## src/hdl/riscv_pkg.sv

```systemverilog
`default_nettype none

package riscv_pkg;

    localparam int unsigned     XLEN      = 32;
    localparam int unsigned     REG_AW    = 5;
    localparam int unsigned     MEM_WORDS = 1024;
    localparam int unsigned     MEM_AW    = 10;   // Word address
    localparam logic [XLEN-1:0] RESET_PC  = '0;

    localparam logic [6:0] OP_R      = 7'b0110011;
    localparam logic [6:0] OP_I      = 7'b0010011;
    localparam logic [6:0] OP_LOAD   = 7'b0000011;
    localparam logic [6:0] OP_STORE  = 7'b0100011;
    localparam logic [6:0] OP_BRANCH = 7'b1100011;
    localparam logic [6:0] OP_JAL    = 7'b1101111;
    localparam logic [6:0] OP_LUI    = 7'b0110111;

    typedef enum logic [2:0] {
        ALU_ADD,
        ALU_SUB,
        ALU_AND,
        ALU_OR,
        ALU_XOR,
        ALU_SLT,
        ALU_PASS_B   // LUI takes the immediate as is
    } alu_op_e;

    typedef enum logic [1:0] {
        FWD_REG,
        FWD_MEM,
        FWD_WB
    } fwd_sel_e;

    typedef struct packed {
        logic [6:0] funct7;
        logic [4:0] rs2;
        logic [4:0] rs1;
        logic [2:0] funct3;
        logic [4:0] rd;
        logic [6:0] opcode;
    } r_fmt_t;

    typedef struct packed {
        logic [11:0] imm;
        logic [4:0]  rs1;
        logic [2:0]  funct3;
        logic [4:0]  rd;
        logic [6:0]  opcode;
    } i_fmt_t;

    typedef struct packed {
        logic [6:0] imm_hi;
        logic [4:0] rs2;
        logic [4:0] rs1;
        logic [2:0] funct3;
        logic [4:0] imm_lo;
        logic [6:0] opcode;
    } s_fmt_t;

    typedef struct packed {
        logic       imm12;
        logic [5:0] imm10_5;
        logic [4:0] rs2;
        logic [4:0] rs1;
        logic [2:0] funct3;
        logic [3:0] imm4_1;
        logic       imm11;
        logic [6:0] opcode;
    } b_fmt_t;

    // Also carries the scrambled J immediate of JAL
    typedef struct packed {
        logic [19:0] imm;
        logic [4:0]  rd;
        logic [6:0]  opcode;
    } u_fmt_t;

    typedef union packed {
        r_fmt_t r;
        i_fmt_t i;
        s_fmt_t s;
        b_fmt_t b;
        u_fmt_t u;
    } inst_u;

    typedef struct packed {
        alu_op_e alu_op;
        logic    use_imm;   // Operand b from imm
        logic    rmem;
        logic    wmem;
        logic    wen;       // Register write
        logic    br_eq;
        logic    br_ne;
        logic    jal;
    } ctrl_t;

    typedef struct packed {
        logic [XLEN-1:0] pc;
        inst_u           inst;
    } if_id_t;

    typedef struct packed {
        logic [XLEN-1:0]   pc;
        logic [REG_AW-1:0] rs1_addr;
        logic [REG_AW-1:0] rs2_addr;
        logic [XLEN-1:0]   rs1_data;
        logic [XLEN-1:0]   rs2_data;
        logic [REG_AW-1:0] rd;
        logic [XLEN-1:0]   imm;
        ctrl_t             ctrl;
    } id_ex_t;

    typedef struct packed {
        logic [XLEN-1:0]   result;
        logic [XLEN-1:0]   store_data;
        logic [REG_AW-1:0] rd;
        logic              rmem;
        logic              wmem;
        logic              wen;
    } ex_mem_t;

    typedef struct packed {
        logic [XLEN-1:0]   result;
        logic [XLEN-1:0]   load_data;
        logic [REG_AW-1:0] rd;
        logic              rmem;
        logic              wen;
    } mem_wb_t;

    typedef struct packed {
        logic              req;
        logic              we;
        logic [MEM_AW-1:0] addr;
        logic [XLEN-1:0]   wdata;
    } mem_req_t;

endpackage

`default_nettype wire
```

## src/hdl/mem_arbiter.sv

```systemverilog
`timescale 1ns/100ps
`default_nettype none

module mem_arbiter import riscv_pkg::*; (
    input  mem_req_t host_i,
    input  mem_req_t data_i,
    input  mem_req_t fetch_i,
    output mem_req_t mem_o,
    output logic     host_gnt_o,
    output logic     data_busy_o,
    output logic     fetch_busy_o
);

    logic data_gnt;
    logic fetch_gnt;

    // Host, then data, then fetch
    assign host_gnt_o = host_i.req;
    assign data_gnt   = data_i.req && !host_i.req;
    assign fetch_gnt  = fetch_i.req && !host_i.req && !data_i.req;

    assign data_busy_o  = data_i.req && !data_gnt;    // Asked and lost
    assign fetch_busy_o = fetch_i.req && !fetch_gnt;

    always_comb begin
        if (host_gnt_o) begin
            mem_o = host_i;
        end else if (data_gnt) begin
            mem_o = data_i;
        end else if (fetch_gnt) begin
            mem_o = fetch_i;
        end else begin
            mem_o = '0;   // Idle, no write
        end
    end

endmodule

`default_nettype wire

```

## config.mk

```make
export PLATFORM = sky130hd
export DESIGN_NAME = mem_arbiter
export DESIGN_NICKNAME = d
export VERILOG_FILES = /design/src/hdl/riscv_pkg.sv /design/src/hdl/mem_arbiter.sv
export SDC_FILE = /design/constraint.sdc
export NUM_CORES = 1
export LEC_CHECK = 0
export BUFFER_PORTS_ARGS = -buffer_cell sky130_fd_sc_hd__buf_2
export CELL_PAD_IN_SITES_DETAIL_PLACEMENT = 2
export CELL_PAD_IN_SITES_GLOBAL_PLACEMENT = 2
export CORE_MARGIN = 4
export CORE_UTILIZATION = 11
export DETAILED_ROUTE_END_ITERATION = 8
export PLACE_DENSITY_LB_ADDON = 0.12
export SLEW_MARGIN = 20
export SYNTH_ARGS = -nofsm -noshare
export SYNTH_HDL_FRONTEND = slang
export SYNTH_SLANG_ARGS = --single-unit
```

## constraint.sdc

```tcl
create_clock -name vclk -period 0.8
set_input_delay 0.08 -clock vclk [all_inputs]
set_output_delay 0.08 -clock vclk [all_outputs]
set_load 0.05 [all_outputs]
```

==> results.yml <==
run_status:
  status: "finished, violations left"
  violations: "setup timing"
global_route:
  grt_pass1_vias: 2493
  antenna_found_initial: 1
  grt_pass1_wl_um: 13720
  grt_usage_pct: 13.11
  grt_max_degree: 27
  grt.overflow.total: 0
logic_synthesis:
  ys.warnings.count: 0
  ys_seq_area_share_pct: 0
  synthesis.area_sq_um: 1231
  syn_inst: 201
  synth_fp_nets: 333
  synth.distinct_cells: 11
  yosys.area.top_type: "a21oi_1"
  syn_area_per_cell_sq_um: 6.125
  synth_area_leaders: "a21oi_1 (32%), nand3b_1 (26%), nor2b_1 (22%)"
  synth.top_cell.area_share_pct: 31.71
detailed_routing:
  wl_um: 9202
  ant_nets: 0
  first_iter_violations: 46
  wire_per_inst_um: 17.83
  dr.pass1.iters: 3
  drc: 0
  vias: 2260
  routed_via_density: 4.380
sta:
  period_needed_ps: 998.0
  timing.fmax_mhz: 1002
  rsz0062_at_grt: "true"
  holdWs_ps: 544.1
  min_period_over_period_pct: 124.7
  hold_viol: 0
  setup_viol: 45
  drv_slew: 0
  tightest_slew_ps: 271.9
  max_slew_margin_pct: 81.87
  final.setup.tns_ps: -7186
  fin_ws_ps: -198.0
power_and_ir_drop:
  ir_drop_v: 0.0003413
  leakagePower_uw: 0.001553
  power_density_nw_per_um2: 785.7
  power_uw: 2988
placed_design:
  dpl_cell_area_sq_um: 2803
  portBuffers: 179
  place.gp.congestion: 0.7023
  post-dp-hpwl_um: 6090
finish:
  diodes: 0
  mostFrequentLayoutCells: "buf_2 (130), a21oi_4 (48), nand3b_1 (43)"
  area_growth_pct: 208.8
  final-seq-area_sq_um: 0
  final_area_sq_um: 3802
  drive_gt1_share_pct: 82.98
  post-route-util_pct: 34.92
  layout.nets: 510
  layout_commonest_cell: "buf_2"
  clockBufferCount: 0
  nFlopsAndLatches: 0
setup_path:
  crit_arrival_ps: 920
  startpoint_type: "input port"
  crit_fanout: 5
  worstSetupPathType: "in2out"
  crit_path_end_kind: "primary output"
  startpoint: "fetch_i[43]"
  worst_ep_required_time_ps: 720
floorplan:
  dieArea_sq_um: 12950
  rows: 38
  dieHeight_um: 113.8
  pin_count: 179
  start_util_pct: 11.31
  core_sq_um: 10890
  die_w_um: 113.8
clock_network:
  cts_hold_buffers: 0
min_path:
  min-delay-start: "host_i[31]"
  hold_class: "in2out"
  hold_depth: 4
run:
  cap_violations: 0
-- where the power goes --
part / total [uW] / switching [uW] / internal [uW]
clock network: 0 / 0 / 0
logic: 2990 / 1610 / 1380
registers: 0 / 0 / 0
-- cell families after synthesis --
| logic type | Yosys count | share of synthesized area [%] |
|---|---|---|
| buffers and inverters | 26 | 12.91 |
| AND/OR/NAND/NOR | 88 | 49.09 |
| AO/OA/AOI/OAI | 87 | 38.01 |
-- final cells by class --
| class | instances | area, sq um |
|---|---|---|
| well taps | 140 | 175.2 |
| repair buffers | 201 | 1822 |
| multi-input cells | 175 | 1805 |
| fillers | 1198 | 7086 |
-- timing repair --
item,in CTS,in global routing
setup buffers,0,0
resized for setup,173,18
setup endpoints to repair,47,46
hold endpoints to repair,0,0
pin swaps,15,5
gates cloned,10,4
-- per-layer routing --
metal  vias to the layer above  global-route usage (%)  part of all wire (%)
li1                       1073                       -                     -
met1                      1079                   16.92                    42
met2                       104                   23.36                    49
met3                         2                   3.501                   8.9
met4                         2                       0                 0.033
met5                         -                       0                 0.076
-- path summary, 6_finish.rpt --
kind                   endpoint  slack [ps]
worst max-delay path   mem_o[0]        -200
worst min-delay path  mem_o[31]         540
-- through the flow --
step / setup slack (ps) / std cells
2_1_floorplan: -158.2 / 201
3_3_place_gp: -334.6 / 502
3_5_place_dp: -342.7 / 502
4_1_cts: -187.7 / 512
5_1_grt: -235.6 / 516
6_report: -198.0 / 516
-- synth_stat cells, drive strengths merged --
| library cell | count |
|---|---|
| nand3b | 43 |
| nor2b | 43 |
| buf | 20 |
| or3 | 1 |
| clkbuf | 6 |
| a21oi | 86 |
| and2 | 1 |
| o21a | 1 |
-- worst max-delay path: stages --
cell       delay, ps
buf_6            120
bufbuf_16        270
nand3b_1         120
a21oi_4          160
buf_6            170
Power figures use the tool's default switching activity.
