## config.mk

```make
export PLATFORM = sky130hd
export DESIGN_NAME = riscv
export DESIGN_NICKNAME = d
export VERILOG_FILES = /design/src/hdl/riscv_pkg.sv /design/src/hdl/riscv.sv /design/src/hdl/hazard_detection.sv /design/src/hdl/ex.sv /design/src/hdl/id_unit.sv /design/src/hdl/register.sv
export SDC_FILE = /design/constraint.sdc
export NUM_CORES = 2
export LEC_CHECK = 0
export ABC_AREA = 1
export BUFFER_PORTS_ARGS = -buffer_cell sky130_fd_sc_hd__buf_2
export CAP_MARGIN = 20
export CORE_UTILIZATION = 30
export CTS_BUF_LIST = sky130_fd_sc_hd__clkbuf_8 sky130_fd_sc_hd__clkbuf_16
export CTS_CLUSTER_DIAMETER = 120
export DETAILED_ROUTE_END_ITERATION = 7
export PLACE_DENSITY_LB_ADDON = 0.08
export SLEW_MARGIN = 10
export SYNTH_ARGS = -nofsm -noshare
export SYNTH_HDL_FRONTEND = slang
export SYNTH_SLANG_ARGS = --single-unit
export TNS_END_PERCENT = 30
```

## constraint.sdc

```tcl
create_clock -name clk -period 10 [get_ports clk]
set_input_delay 1.5 -clock clk [delete_from_list [all_inputs] [get_ports clk]]
set_output_delay 1.5 -clock clk [all_outputs]
set_load 0.05 [all_outputs]
```

## src/hdl/riscv_pkg.sv

```systemverilog
`default_nettype none

package riscv_pkg;

    localparam int unsigned     XLEN      = 32;
    localparam int unsigned     REG_AW    = 5;
    localparam int unsigned     MEM_WORDS = 1024;
    localparam int unsigned     MEM_AW    = 10;   // Word address
    localparam logic [XLEN-1:0] RESET_PC  = '0;

    localparam logic [6:0] OP_R      = 7'b0110011;
    localparam logic [6:0] OP_I      = 7'b0010011;
    localparam logic [6:0] OP_LOAD   = 7'b0000011;
    localparam logic [6:0] OP_STORE  = 7'b0100011;
    localparam logic [6:0] OP_BRANCH = 7'b1100011;
    localparam logic [6:0] OP_JAL    = 7'b1101111;
    localparam logic [6:0] OP_LUI    = 7'b0110111;

    typedef enum logic [2:0] {
        ALU_ADD,
        ALU_SUB,
        ALU_AND,
        ALU_OR,
        ALU_XOR,
        ALU_SLT,
        ALU_PASS_B   // LUI takes the immediate as is
    } alu_op_e;

    typedef enum logic [1:0] {
        FWD_REG,
        FWD_MEM,
        FWD_WB
    } fwd_sel_e;

    typedef struct packed {
        logic [6:0] funct7;
        logic [4:0] rs2;
        logic [4:0] rs1;
        logic [2:0] funct3;
        logic [4:0] rd;
        logic [6:0] opcode;
    } r_fmt_t;

    typedef struct packed {
        logic [11:0] imm;
        logic [4:0]  rs1;
        logic [2:0]  funct3;
        logic [4:0]  rd;
        logic [6:0]  opcode;
    } i_fmt_t;

    typedef struct packed {
        logic [6:0] imm_hi;
        logic [4:0] rs2;
        logic [4:0] rs1;
        logic [2:0] funct3;
        logic [4:0] imm_lo;
        logic [6:0] opcode;
    } s_fmt_t;

    typedef struct packed {
        logic       imm12;
        logic [5:0] imm10_5;
        logic [4:0] rs2;
        logic [4:0] rs1;
        logic [2:0] funct3;
        logic [3:0] imm4_1;
        logic       imm11;
        logic [6:0] opcode;
    } b_fmt_t;

    // Also carries the scrambled J immediate of JAL
    typedef struct packed {
        logic [19:0] imm;
        logic [4:0]  rd;
        logic [6:0]  opcode;
    } u_fmt_t;

    typedef union packed {
        r_fmt_t r;
        i_fmt_t i;
        s_fmt_t s;
        b_fmt_t b;
        u_fmt_t u;
    } inst_u;

    typedef struct packed {
        alu_op_e alu_op;
        logic    use_imm;   // Operand b from imm
        logic    rmem;
        logic    wmem;
        logic    wen;       // Register write
        logic    br_eq;
        logic    br_ne;
        logic    jal;
    } ctrl_t;

    typedef struct packed {
        logic [XLEN-1:0] pc;
        inst_u           inst;
    } if_id_t;

    typedef struct packed {
        logic [XLEN-1:0]   pc;
        logic [REG_AW-1:0] rs1_addr;
        logic [REG_AW-1:0] rs2_addr;
        logic [XLEN-1:0]   rs1_data;
        logic [XLEN-1:0]   rs2_data;
        logic [REG_AW-1:0] rd;
        logic [XLEN-1:0]   imm;
        ctrl_t             ctrl;
    } id_ex_t;

    typedef struct packed {
        logic [XLEN-1:0]   result;
        logic [XLEN-1:0]   store_data;
        logic [REG_AW-1:0] rd;
        logic              rmem;
        logic              wmem;
        logic              wen;
    } ex_mem_t;

    typedef struct packed {
        logic [XLEN-1:0]   result;
        logic [XLEN-1:0]   load_data;
        logic [REG_AW-1:0] rd;
        logic              rmem;
        logic              wen;
    } mem_wb_t;

    typedef struct packed {
        logic              req;
        logic              we;
        logic [MEM_AW-1:0] addr;
        logic [XLEN-1:0]   wdata;
    } mem_req_t;

endpackage

`default_nettype wire
```

## src/hdl/riscv.sv

```systemverilog
`timescale 1ns/100ps
`default_nettype none

module riscv import riscv_pkg::*; (
    input  logic            clk,
    input  logic            rst_n_i,
    input  logic            halt_i,
    input  logic            fetch_busy_i,
    input  logic            data_busy_i,
    input  logic [XLEN-1:0] mem_rdata_i,
    output mem_req_t        fetch_req_o,
    output mem_req_t        data_req_o
);

    logic [XLEN-1:0]   pc_q;
    if_id_t            if_id_q;
    id_ex_t            id_ex_q;
    ex_mem_t           ex_mem_q;
    mem_wb_t           mem_wb_q;

    logic [REG_AW-1:0] id_rs1;
    logic [REG_AW-1:0] id_rs2;
    logic [REG_AW-1:0] id_rd;
    logic [XLEN-1:0]   id_rs1_data;
    logic [XLEN-1:0]   id_rs2_data;
    logic [XLEN-1:0]   id_imm;
    ctrl_t             id_ctrl;

    logic [XLEN-1:0]   ex_result;
    logic [XLEN-1:0]   ex_store_data;
    logic [XLEN-1:0]   jump_addr;
    logic              jump;
    logic [XLEN-1:0]   wb_data;

    logic              stall;        // Hold PC and IF/ID, bubble into EX
    logic              freeze_all;   // Data access waiting, nothing moves
    logic              flush;
    fwd_sel_e          fwd_rs1;
    fwd_sel_e          fwd_rs2;

    // Fetch stays quiet while halted so the host sees an idle memory
    assign fetch_req_o = '{req: !halt_i, we: 1'b0, addr: pc_q[MEM_AW+1:2], wdata: '0};

    assign data_req_o  = '{req: ex_mem_q.rmem || ex_mem_q.wmem, we: ex_mem_q.wmem,
                           addr: ex_mem_q.result[MEM_AW+1:2], wdata: ex_mem_q.store_data};

    assign wb_data = mem_wb_q.rmem ? mem_wb_q.load_data : mem_wb_q.result;

    always_ff @(posedge clk or negedge rst_n_i) begin
        if (!rst_n_i) begin
            pc_q    <= RESET_PC;
            if_id_q <= '0;
        end else if (!freeze_all) begin
            if (flush) begin
                pc_q    <= jump_addr;   // Redirect wins over any stall
                if_id_q <= '0;
            end else if (!stall) begin
                pc_q    <= pc_q + 32'd4;
                if_id_q <= '{pc: pc_q, inst: mem_rdata_i};
            end
        end
    end

    always_ff @(posedge clk or negedge rst_n_i) begin
        if (!rst_n_i) begin
            id_ex_q <= '0;
        end else if (!freeze_all) begin
            if (flush || stall) begin
                id_ex_q <= '0;
            end else begin
                id_ex_q <= '{pc: if_id_q.pc, rs1_addr: id_rs1, rs2_addr: id_rs2,
                             rs1_data: id_rs1_data, rs2_data: id_rs2_data,
                             rd: id_rd, imm: id_imm, ctrl: id_ctrl};
            end
        end
    end

    // MEM/WB holds too, so the WB forward stays valid for a frozen EX
    always_ff @(posedge clk or negedge rst_n_i) begin
        if (!rst_n_i) begin
            ex_mem_q <= '0;
            mem_wb_q <= '0;
        end else if (!freeze_all) begin
            ex_mem_q <= '{result: ex_result, store_data: ex_store_data, rd: id_ex_q.rd,
                          rmem: id_ex_q.ctrl.rmem, wmem: id_ex_q.ctrl.wmem,
                          wen: id_ex_q.ctrl.wen};
            mem_wb_q <= '{result: ex_mem_q.result, load_data: mem_rdata_i,
                          rd: ex_mem_q.rd, rmem: ex_mem_q.rmem, wen: ex_mem_q.wen};
        end
    end

    id_unit id_unit_i (
        .inst_i     (if_id_q.inst),
        .rs1_addr_o (id_rs1      ),
        .rs2_addr_o (id_rs2      ),
        .rd_addr_o  (id_rd       ),
        .imm_o      (id_imm      ),
        .ctrl_o     (id_ctrl     )
    );

    register register_i (
        .clk         (clk         ),
        .rst_n_i     (rst_n_i     ),
        .rs1_raddr_i (id_rs1      ),
        .rs2_raddr_i (id_rs2      ),
        .rd_waddr_i  (mem_wb_q.rd ),
        .rd_wdata_i  (wb_data     ),
        .wen_i       (mem_wb_q.wen),
        .rs1_rdata_o (id_rs1_data ),
        .rs2_rdata_o (id_rs2_data )
    );

    ex ex_i (
        .id_ex_i      (id_ex_q        ),
        .mem_fwd_i    (ex_mem_q.result),
        .wb_fwd_i     (wb_data        ),
        .fwd_rs1_i    (fwd_rs1        ),
        .fwd_rs2_i    (fwd_rs2        ),
        .result_o     (ex_result      ),
        .store_data_o (ex_store_data  ),
        .jump_o       (jump           ),
        .jump_addr_o  (jump_addr      )
    );

    hazard_detection hazard_detection_i (
        .id_rs1_i     (id_rs1      ),
        .id_rs2_i     (id_rs2      ),
        .id_ex_i      (id_ex_q     ),
        .ex_mem_i     (ex_mem_q    ),
        .mem_wb_i     (mem_wb_q    ),
        .jump_i       (jump        ),
        .halt_i       (halt_i      ),
        .fetch_busy_i (fetch_busy_i),
        .data_busy_i  (data_busy_i ),
        .stall_o      (stall       ),
        .freeze_all_o (freeze_all  ),
        .flush_o      (flush       ),
        .fwd_rs1_o    (fwd_rs1     ),
        .fwd_rs2_o    (fwd_rs2     )
    );

endmodule

`default_nettype wire

```

## src/hdl/hazard_detection.sv

```systemverilog
`timescale 1ns/100ps
`default_nettype none

module hazard_detection import riscv_pkg::*; (
    input  logic [REG_AW-1:0] id_rs1_i,
    input  logic [REG_AW-1:0] id_rs2_i,
    input  id_ex_t            id_ex_i,
    input  ex_mem_t           ex_mem_i,
    input  mem_wb_t           mem_wb_i,
    input  logic              jump_i,
    input  logic              halt_i,
    input  logic              fetch_busy_i,
    input  logic              data_busy_i,
    output logic              stall_o,
    output logic              freeze_all_o,
    output logic              flush_o,
    output fwd_sel_e          fwd_rs1_o,
    output fwd_sel_e          fwd_rs2_o
);

    logic load_use;

    // Load in EX, consumer in ID; one bubble puts the load in WB in time
    assign load_use = id_ex_i.ctrl.rmem && (id_ex_i.rd != '0) &&
                      (id_ex_i.rd == id_rs1_i || id_ex_i.rd == id_rs2_i);

    assign stall_o      = load_use || fetch_busy_i || halt_i;
    assign freeze_all_o = data_busy_i;
    assign flush_o      = jump_i && !data_busy_i;   // Branch must wait in EX too

    // Youngest producer wins
    function automatic fwd_sel_e fwd_src(input logic [REG_AW-1:0] rs);
        if (ex_mem_i.wen && ex_mem_i.rd != '0 && ex_mem_i.rd == rs) begin
            return FWD_MEM;
        end else if (mem_wb_i.wen && mem_wb_i.rd != '0 && mem_wb_i.rd == rs) begin
            return FWD_WB;
        end
        return FWD_REG;
    endfunction

    always_comb begin
        fwd_rs1_o = fwd_src(id_ex_i.rs1_addr);
        fwd_rs2_o = fwd_src(id_ex_i.rs2_addr);
    end

endmodule

`default_nettype wire

```

## src/hdl/ex.sv

```systemverilog
`timescale 1ns/100ps
`default_nettype none

module ex import riscv_pkg::*; (
    input  id_ex_t          id_ex_i,
    input  logic [XLEN-1:0] mem_fwd_i,
    input  logic [XLEN-1:0] wb_fwd_i,
    input  fwd_sel_e        fwd_rs1_i,
    input  fwd_sel_e        fwd_rs2_i,
    output logic [XLEN-1:0] result_o,
    output logic [XLEN-1:0] store_data_o,
    output logic            jump_o,
    output logic [XLEN-1:0] jump_addr_o
);

    logic [XLEN-1:0] op_a;
    logic [XLEN-1:0] rs2_val;   // Forwarded rs2, before the imm mux
    logic [XLEN-1:0] op_b;
    logic [XLEN-1:0] alu_out;
    logic            equal;

    function automatic logic [XLEN-1:0] fwd_mux(input fwd_sel_e sel,
                                                input logic [XLEN-1:0] rf,
                                                input logic [XLEN-1:0] mem,
                                                input logic [XLEN-1:0] wb);
        case (sel)
            FWD_MEM: return mem;
            FWD_WB:  return wb;
            default: return rf;
        endcase
    endfunction

    assign op_a    = fwd_mux(fwd_rs1_i, id_ex_i.rs1_data, mem_fwd_i, wb_fwd_i);
    assign rs2_val = fwd_mux(fwd_rs2_i, id_ex_i.rs2_data, mem_fwd_i, wb_fwd_i);
    assign op_b    = id_ex_i.ctrl.use_imm ? id_ex_i.imm : rs2_val;

    always_comb begin
        case (id_ex_i.ctrl.alu_op)
            ALU_ADD:    alu_out = op_a + op_b;
            ALU_SUB:    alu_out = op_a - op_b;
            ALU_AND:    alu_out = op_a & op_b;
            ALU_OR:     alu_out = op_a | op_b;
            ALU_XOR:    alu_out = op_a ^ op_b;
            ALU_SLT:    alu_out = {{(XLEN-1){1'b0}}, $signed(op_a) < $signed(op_b)};
            ALU_PASS_B: alu_out = op_b;
            default:    alu_out = '0;
        endcase
    end

    assign result_o     = id_ex_i.ctrl.jal ? id_ex_i.pc + 32'd4 : alu_out;   // Link address
    assign store_data_o = rs2_val;

    assign equal       = (op_a == rs2_val);
    assign jump_o      = id_ex_i.ctrl.jal || (id_ex_i.ctrl.br_eq && equal) ||
                         (id_ex_i.ctrl.br_ne && !equal);
    assign jump_addr_o = id_ex_i.pc + id_ex_i.imm;

endmodule

`default_nettype wire

```

## src/hdl/id_unit.sv

```systemverilog
`timescale 1ns/100ps
`default_nettype none

module id_unit import riscv_pkg::*; (
    input  inst_u             inst_i,
    output logic [REG_AW-1:0] rs1_addr_o,
    output logic [REG_AW-1:0] rs2_addr_o,
    output logic [REG_AW-1:0] rd_addr_o,
    output logic [XLEN-1:0]   imm_o,
    output ctrl_t             ctrl_o
);

    logic [XLEN-1:0] imm_i;
    logic [XLEN-1:0] imm_s;
    logic [XLEN-1:0] imm_b;
    logic [XLEN-1:0] imm_j;
    logic [XLEN-1:0] imm_u;

    // Register fields sit at the same bits in every format
    assign rs1_addr_o = inst_i.r.rs1;
    assign rs2_addr_o = inst_i.r.rs2;
    assign rd_addr_o  = inst_i.r.rd;

    assign imm_i = {{20{inst_i.i.imm[11]}}, inst_i.i.imm};
    assign imm_s = {{20{inst_i.s.imm_hi[6]}}, inst_i.s.imm_hi, inst_i.s.imm_lo};
    assign imm_b = {{19{inst_i.b.imm12}}, inst_i.b.imm12, inst_i.b.imm11,
                    inst_i.b.imm10_5, inst_i.b.imm4_1, 1'b0};
    assign imm_j = {{11{inst_i.u.imm[19]}}, inst_i.u.imm[19], inst_i.u.imm[7:0],
                    inst_i.u.imm[8], inst_i.u.imm[18:9], 1'b0};
    assign imm_u = {inst_i.u.imm, 12'b0};

    always_comb begin
        ctrl_o = '0;   // Anything not matched below is a no-op
        imm_o  = '0;
        case (inst_i.r.opcode)
            OP_R: begin
                ctrl_o.wen = 1'b1;
                case (inst_i.r.funct3)
                    3'b000:  ctrl_o.alu_op = inst_i.r.funct7[5] ? ALU_SUB : ALU_ADD;
                    3'b010:  ctrl_o.alu_op = ALU_SLT;
                    3'b100:  ctrl_o.alu_op = ALU_XOR;
                    3'b110:  ctrl_o.alu_op = ALU_OR;
                    3'b111:  ctrl_o.alu_op = ALU_AND;
                    default: ctrl_o.wen    = 1'b0;   // Shifts, SLTU
                endcase
            end
            OP_I: begin
                imm_o          = imm_i;
                ctrl_o.wen     = (inst_i.i.funct3 == 3'b000);   // ADDI only
                ctrl_o.use_imm = 1'b1;
            end
            OP_LOAD: begin
                imm_o          = imm_i;
                ctrl_o.rmem    = (inst_i.i.funct3 == 3'b010);   // LW
                ctrl_o.wen     = ctrl_o.rmem;
                ctrl_o.use_imm = 1'b1;
            end
            OP_STORE: begin
                imm_o          = imm_s;
                ctrl_o.wmem    = (inst_i.s.funct3 == 3'b010);   // SW
                ctrl_o.use_imm = 1'b1;
            end
            OP_BRANCH: begin
                imm_o        = imm_b;
                ctrl_o.br_eq = (inst_i.b.funct3 == 3'b000);
                ctrl_o.br_ne = (inst_i.b.funct3 == 3'b001);
            end
            OP_JAL: begin
                imm_o      = imm_j;
                ctrl_o.jal = 1'b1;
                ctrl_o.wen = 1'b1;
            end
            OP_LUI: begin
                imm_o          = imm_u;
                ctrl_o.wen     = 1'b1;
                ctrl_o.use_imm = 1'b1;
                ctrl_o.alu_op  = ALU_PASS_B;
            end
            default: ;
        endcase
    end

endmodule

`default_nettype wire

```

## src/hdl/register.sv

```systemverilog
`timescale 1ns/100ps
`default_nettype none

module register import riscv_pkg::*; (
    input  logic              clk,
    input  logic              rst_n_i,
    input  logic [REG_AW-1:0] rs1_raddr_i,
    input  logic [REG_AW-1:0] rs2_raddr_i,
    input  logic [REG_AW-1:0] rd_waddr_i,
    input  logic [XLEN-1:0]   rd_wdata_i,
    input  logic              wen_i,
    output logic [XLEN-1:0]   rs1_rdata_o,
    output logic [XLEN-1:0]   rs2_rdata_o
);

    logic [XLEN-1:0] regs_q [2**REG_AW];

    // Write-first, so WB and ID may touch the same register in one cycle
    function automatic logic [XLEN-1:0] read_port(input logic [REG_AW-1:0] addr);
        if (addr == '0) begin
            return '0;
        end else if (wen_i && rd_waddr_i == addr) begin
            return rd_wdata_i;
        end
        return regs_q[addr];
    endfunction

    always_comb begin
        rs1_rdata_o = read_port(rs1_raddr_i);
        rs2_rdata_o = read_port(rs2_raddr_i);
    end

    always_ff @(posedge clk or negedge rst_n_i) begin
        if (!rst_n_i) begin
            for (int i = 0; i < 2**REG_AW; i++) begin
                regs_q[i] <= '0;
            end
        end else if (wen_i && rd_waddr_i != '0) begin   // x0 never written
            regs_q[rd_waddr_i] <= rd_wdata_i;
        end
    end

endmodule

`default_nettype wire

```

==> out/qor.csv <==
stage,metric,value,unit
floorplanning,initial_core_util,30.27,%
cts,root_buffer,clkbuf_16,
drt,routedWlPerCell,28.19,um
sta,slew_headroom,20.39,%
layout,layout.nets,11130,
sta,finClkSkew,0.06835,ns
cts,cts-resized-gates,0,
worst_setup_path,reg2reg_slack,3.91,ns
drt,vias_per_cell,5.532,
worst_hold_path,worstHoldStart,register_i.regs_q[1019],
worst_setup_path,critPathCaptureType,flip-flop,
worst_hold_path,holdPathEnd,register_i.regs_q[1019],
global_route,met1_usage,41.38,%
worst_setup_path,worstPathRequired,10.75,ns
global_route,grt_pass1_vias,77790,
worst_setup_path,r2r-start,mem_wb_q[5],
global_route,antenna_found_initial,30,
global_route,grtUsageMet2,45.02,%
worst_setup_path,path_cells,"inv_1, nand2_1, nand2_1, nor2_4, nand4_4, nand3_1, nand3_1, inv_1, nand2_1, nand2_1, nand2_1, nor2_1, nand2_1, nor2_1, nand2_1, nand2_2, nand3_4, nand2_4, buf_4, nand2_4, nor2_1, nor2_1",
floorplanning,die_y,531.1,um
job,drv_cap,0,
drt,routed_wl,417500,um
cts,cts_tree,built,
cts,ctsHoldBuffers,0,
worst_setup_path,start_kind,flip-flop,
synth,yosys_warnings,0,
sta,rsz0062_at_grt,false,
power,p_leak,40.49,nW
worst_setup_path,crit_top_cell,nand2_1,
worst_setup_path,r2r_cells,22,
cts,clkLatencyLatePin,0.92,ns
worst_setup_path,cp_max_fo,67,
worst_hold_path,holdPathStages,0,
place,port_buffers,91,
drt,drcViolationCount,0,
power,p_total,19.25,mW
worst_hold_path,hold_class,flip-flop to flip-flop,
synth,synth-seq-area-share,42.20,%
cts,clk_path_buf_depth,4,
sta,period_needed,6.090,ns
floorplanning,row_count,193,
synth,ys_ff_latch,1416,
sta,setup_ws,3.910,ns
sta,fin_crit_sh,60.90,%
worst_setup_path,worstSetupPathType,flip-flop to flip-flop,
place,dp.final_hpwl,261800,um
global_route,grt_max_degree,190,
place,pre_cts_ws,3.901,ns
floorplanning,io_pins,125,
layout,layout_common_cells,"1976 x nand2_1, 1920 x o21ai_0, 1405 x dfrtp_1",
synth,netlist_area,83980,um2
worst_setup_path,cp_slowest_stage_delay,0.75,ns
worst_setup_path,worst-endpoint-arrival,6.85,ns
cts,path_clk_slew,0.06,ns
layout,drive_above_1_share,7.248,%
synth,syn_inst,11460,
worst_setup_path,startpoint,mem_wb_q[5],
place,gp_congestion,0.9525,
sta,tightest_slew,1.182,ns
worst_setup_path,r2r-end,pc_q[12],
layout,area_growth,11.20,%
drt,vias,81930,
global_route,busiest_layer,met2,
global_route,grtUsageTotal,29.12,%
status,status,completed,
cts,numCtsBuffers,186,
power,power-per-cell-area,206.1,nW/um2
sta,slew_violations,0,
floorplanning,die_w,531.1,um
global_route,grt-ovfl-total,0,
drt,final_antenna_net_count,0,
drt,first_pass_iters,6,
cts,post-cts-setup-buffers,0,
power,vdd_drop_max,0.1208,mV
global_route,grt_pass1_wl,594000,um
synth,avgSynthCellArea,7.326,um2
sta,fin_setup_tns,0,ns
floorplanning,fp.coreArea,277500,um2
global_route,met3_usage,4.146,%
floorplanning,die-area,282000,um2
sta,final_hold_viol_count,0,
sta,setup_viol,0,
cts,clock_sinks,1416,
layout,layout.cells.most_common,nand2_1,
sta,timing.fmax,0.1642,GHz
drt,drtIter0Drc,9024,
cts,cts.htree.levels,4,
worst_setup_path,critPathSlowestCell,nand2_4,
synth,yosys.cell_types.count,59,
-- how the worst max path moves through the flow --
stage	cells past startpoint	slack (ns)	endpoint
2_1_floorplan	32	5.98	ex_mem_q[70]
3_3_place_gp	20	3.90	id_ex_q[36]
3_5_place_dp	22	3.90	pc_q[12]
4_1_cts	22	3.92	pc_q[12]
5_1_grt	21	3.38	if_id_q[60]
6_report	22	3.91	pc_q[12]
-- report_power, final --
| part | internal (mW) | switching, mW | total [mW] |
|---|---|---|---|
| sequential | 6.15 | 0.483 | 6.63 |
| combinational | 1.41 | 4.24 | 5.65 |
| clock | 4.14 | 2.83 | 6.96 |
-- per-stage QoR --
stage | instances | util [%] | cell area, um2 | hold WS (ns)
4_1_cts | 14800 | 33.64 | 93350 | 0.3776
5_1_grt | 14800 | 33.64 | 93350 | 0.3857
3_3_place_gp | 14470 | 31.39 | 87100 | 0.3647
6_report | 14810 | 33.66 | 93380 | 0.3746
2_1_floorplan | 11490 | - | 84100 | 0.4290
3_5_place_dp | 14470 | 31.41 | 87160 | 0.3656
-- metal layers --
metal | vias to the layer above | routed length [um] | part of all wire [%]
met4 | 4 | 14450 | 3.5
met1 | 40630 | 191800 | 46
met2 | 3130 | 184100 | 44
li1 | 37550 | - | -
met3 | 612 | 27140 | 6.5
met5 | - | 25 | 0.0060
-- critical path: cells and delay by family, from the launching register on --
kind | cells | cell delay (ns)
and+or+nand+nor | 19 | 4.25
buffers and inverters | 3 | 1.07
DFF | 1 | 0.57
-- flip-flops by register name (all words and copies together), names as in the netlist --
register	count
register_i.regs_q	1024
id_ex_q	153
data_req_o	43
if_id_q	64
ex_mem_q	29
mem_wb_q	71
pc_q	32
-- logic make-up after synthesis --
| family | count (synthesis) | share of synthesized area (%) |
|---|---|---|
| compound gates | 3984 | 26.15 |
| flops | 1416 | 42.20 |
| xor+xnor | 68 | 0.7092 |
| simple gates | 3764 | 18.88 |
| buf+inv | 2092 | 9.993 |
| fa+ha+maj | 137 | 2.068 |
| other cells | 1 | 0.004466 |
-- cells in the mapped netlist (all sizes together) --
| library cell | number | area share (%) |
|---|---|---|
| nand3b | 79 | 0.71 |
| nand4 | 44 | 0.35 |
| o31ai | 3 | 0.027 |
| o21a | 9 | 0.080 |
| o22ai | 70 | 0.85 |
| clkbuf | 792 | 3.5 |
| o211ai | 391 | 3.5 |
| or2 | 11 | 0.082 |
| and3 | 1 | 0.0075 |
| conb | 1 | 0.0045 |
| nor3 | 44 | 0.27 |
| xor2 | 45 | 0.47 |
| nand2 | 1998 | 9.0 |
| xnor2 | 23 | 0.24 |
| inv | 1032 | 4.6 |
| o21ai | 2077 | 12 |
| nand3 | 802 | 4.9 |
| a2111oi | 3 | 0.031 |
| clkinv | 40 | 0.18 |
| a211oi | 2 | 0.018 |
| nor2 | 762 | 3.4 |
| a22oi | 17 | 0.15 |
| nor4 | 17 | 0.13 |
| o41ai | 1 | 0.010 |
| dfrtp | 1416 | 42 |
| o311ai | 2 | 0.021 |
| a21oi | 1250 | 7.4 |
| a41oi | 2 | 0.021 |
| nor3b | 2 | 0.018 |
| buf | 228 | 1.7 |
| ha | 134 | 2.0 |
| fa | 3 | 0.072 |
| and2 | 2 | 0.015 |
| a21boi | 8 | 0.072 |
| a31oi | 36 | 0.27 |
| nor2b | 2 | 0.015 |
| o221ai | 76 | 0.79 |
| a21o | 4 | 0.036 |
| o21bai | 7 | 0.063 |
| o2111ai | 10 | 0.10 |
| a221oi | 16 | 0.17 |
-- cell type report --
cell class / count / area, um2
multi-input cells: 7986 / 40800
clock buffers: 234 / 5326
flip-flops and latches: 1416 / 35480
inverters: 1072 / 4068
diodes: 13 / 32.53
clock inverters: 91 / 859.6
well taps: 3705 / 4636
repair buffers: 293 / 2187
fillers: 29530 / 184100
Note: power is estimated with default switching activity, not from simulation.
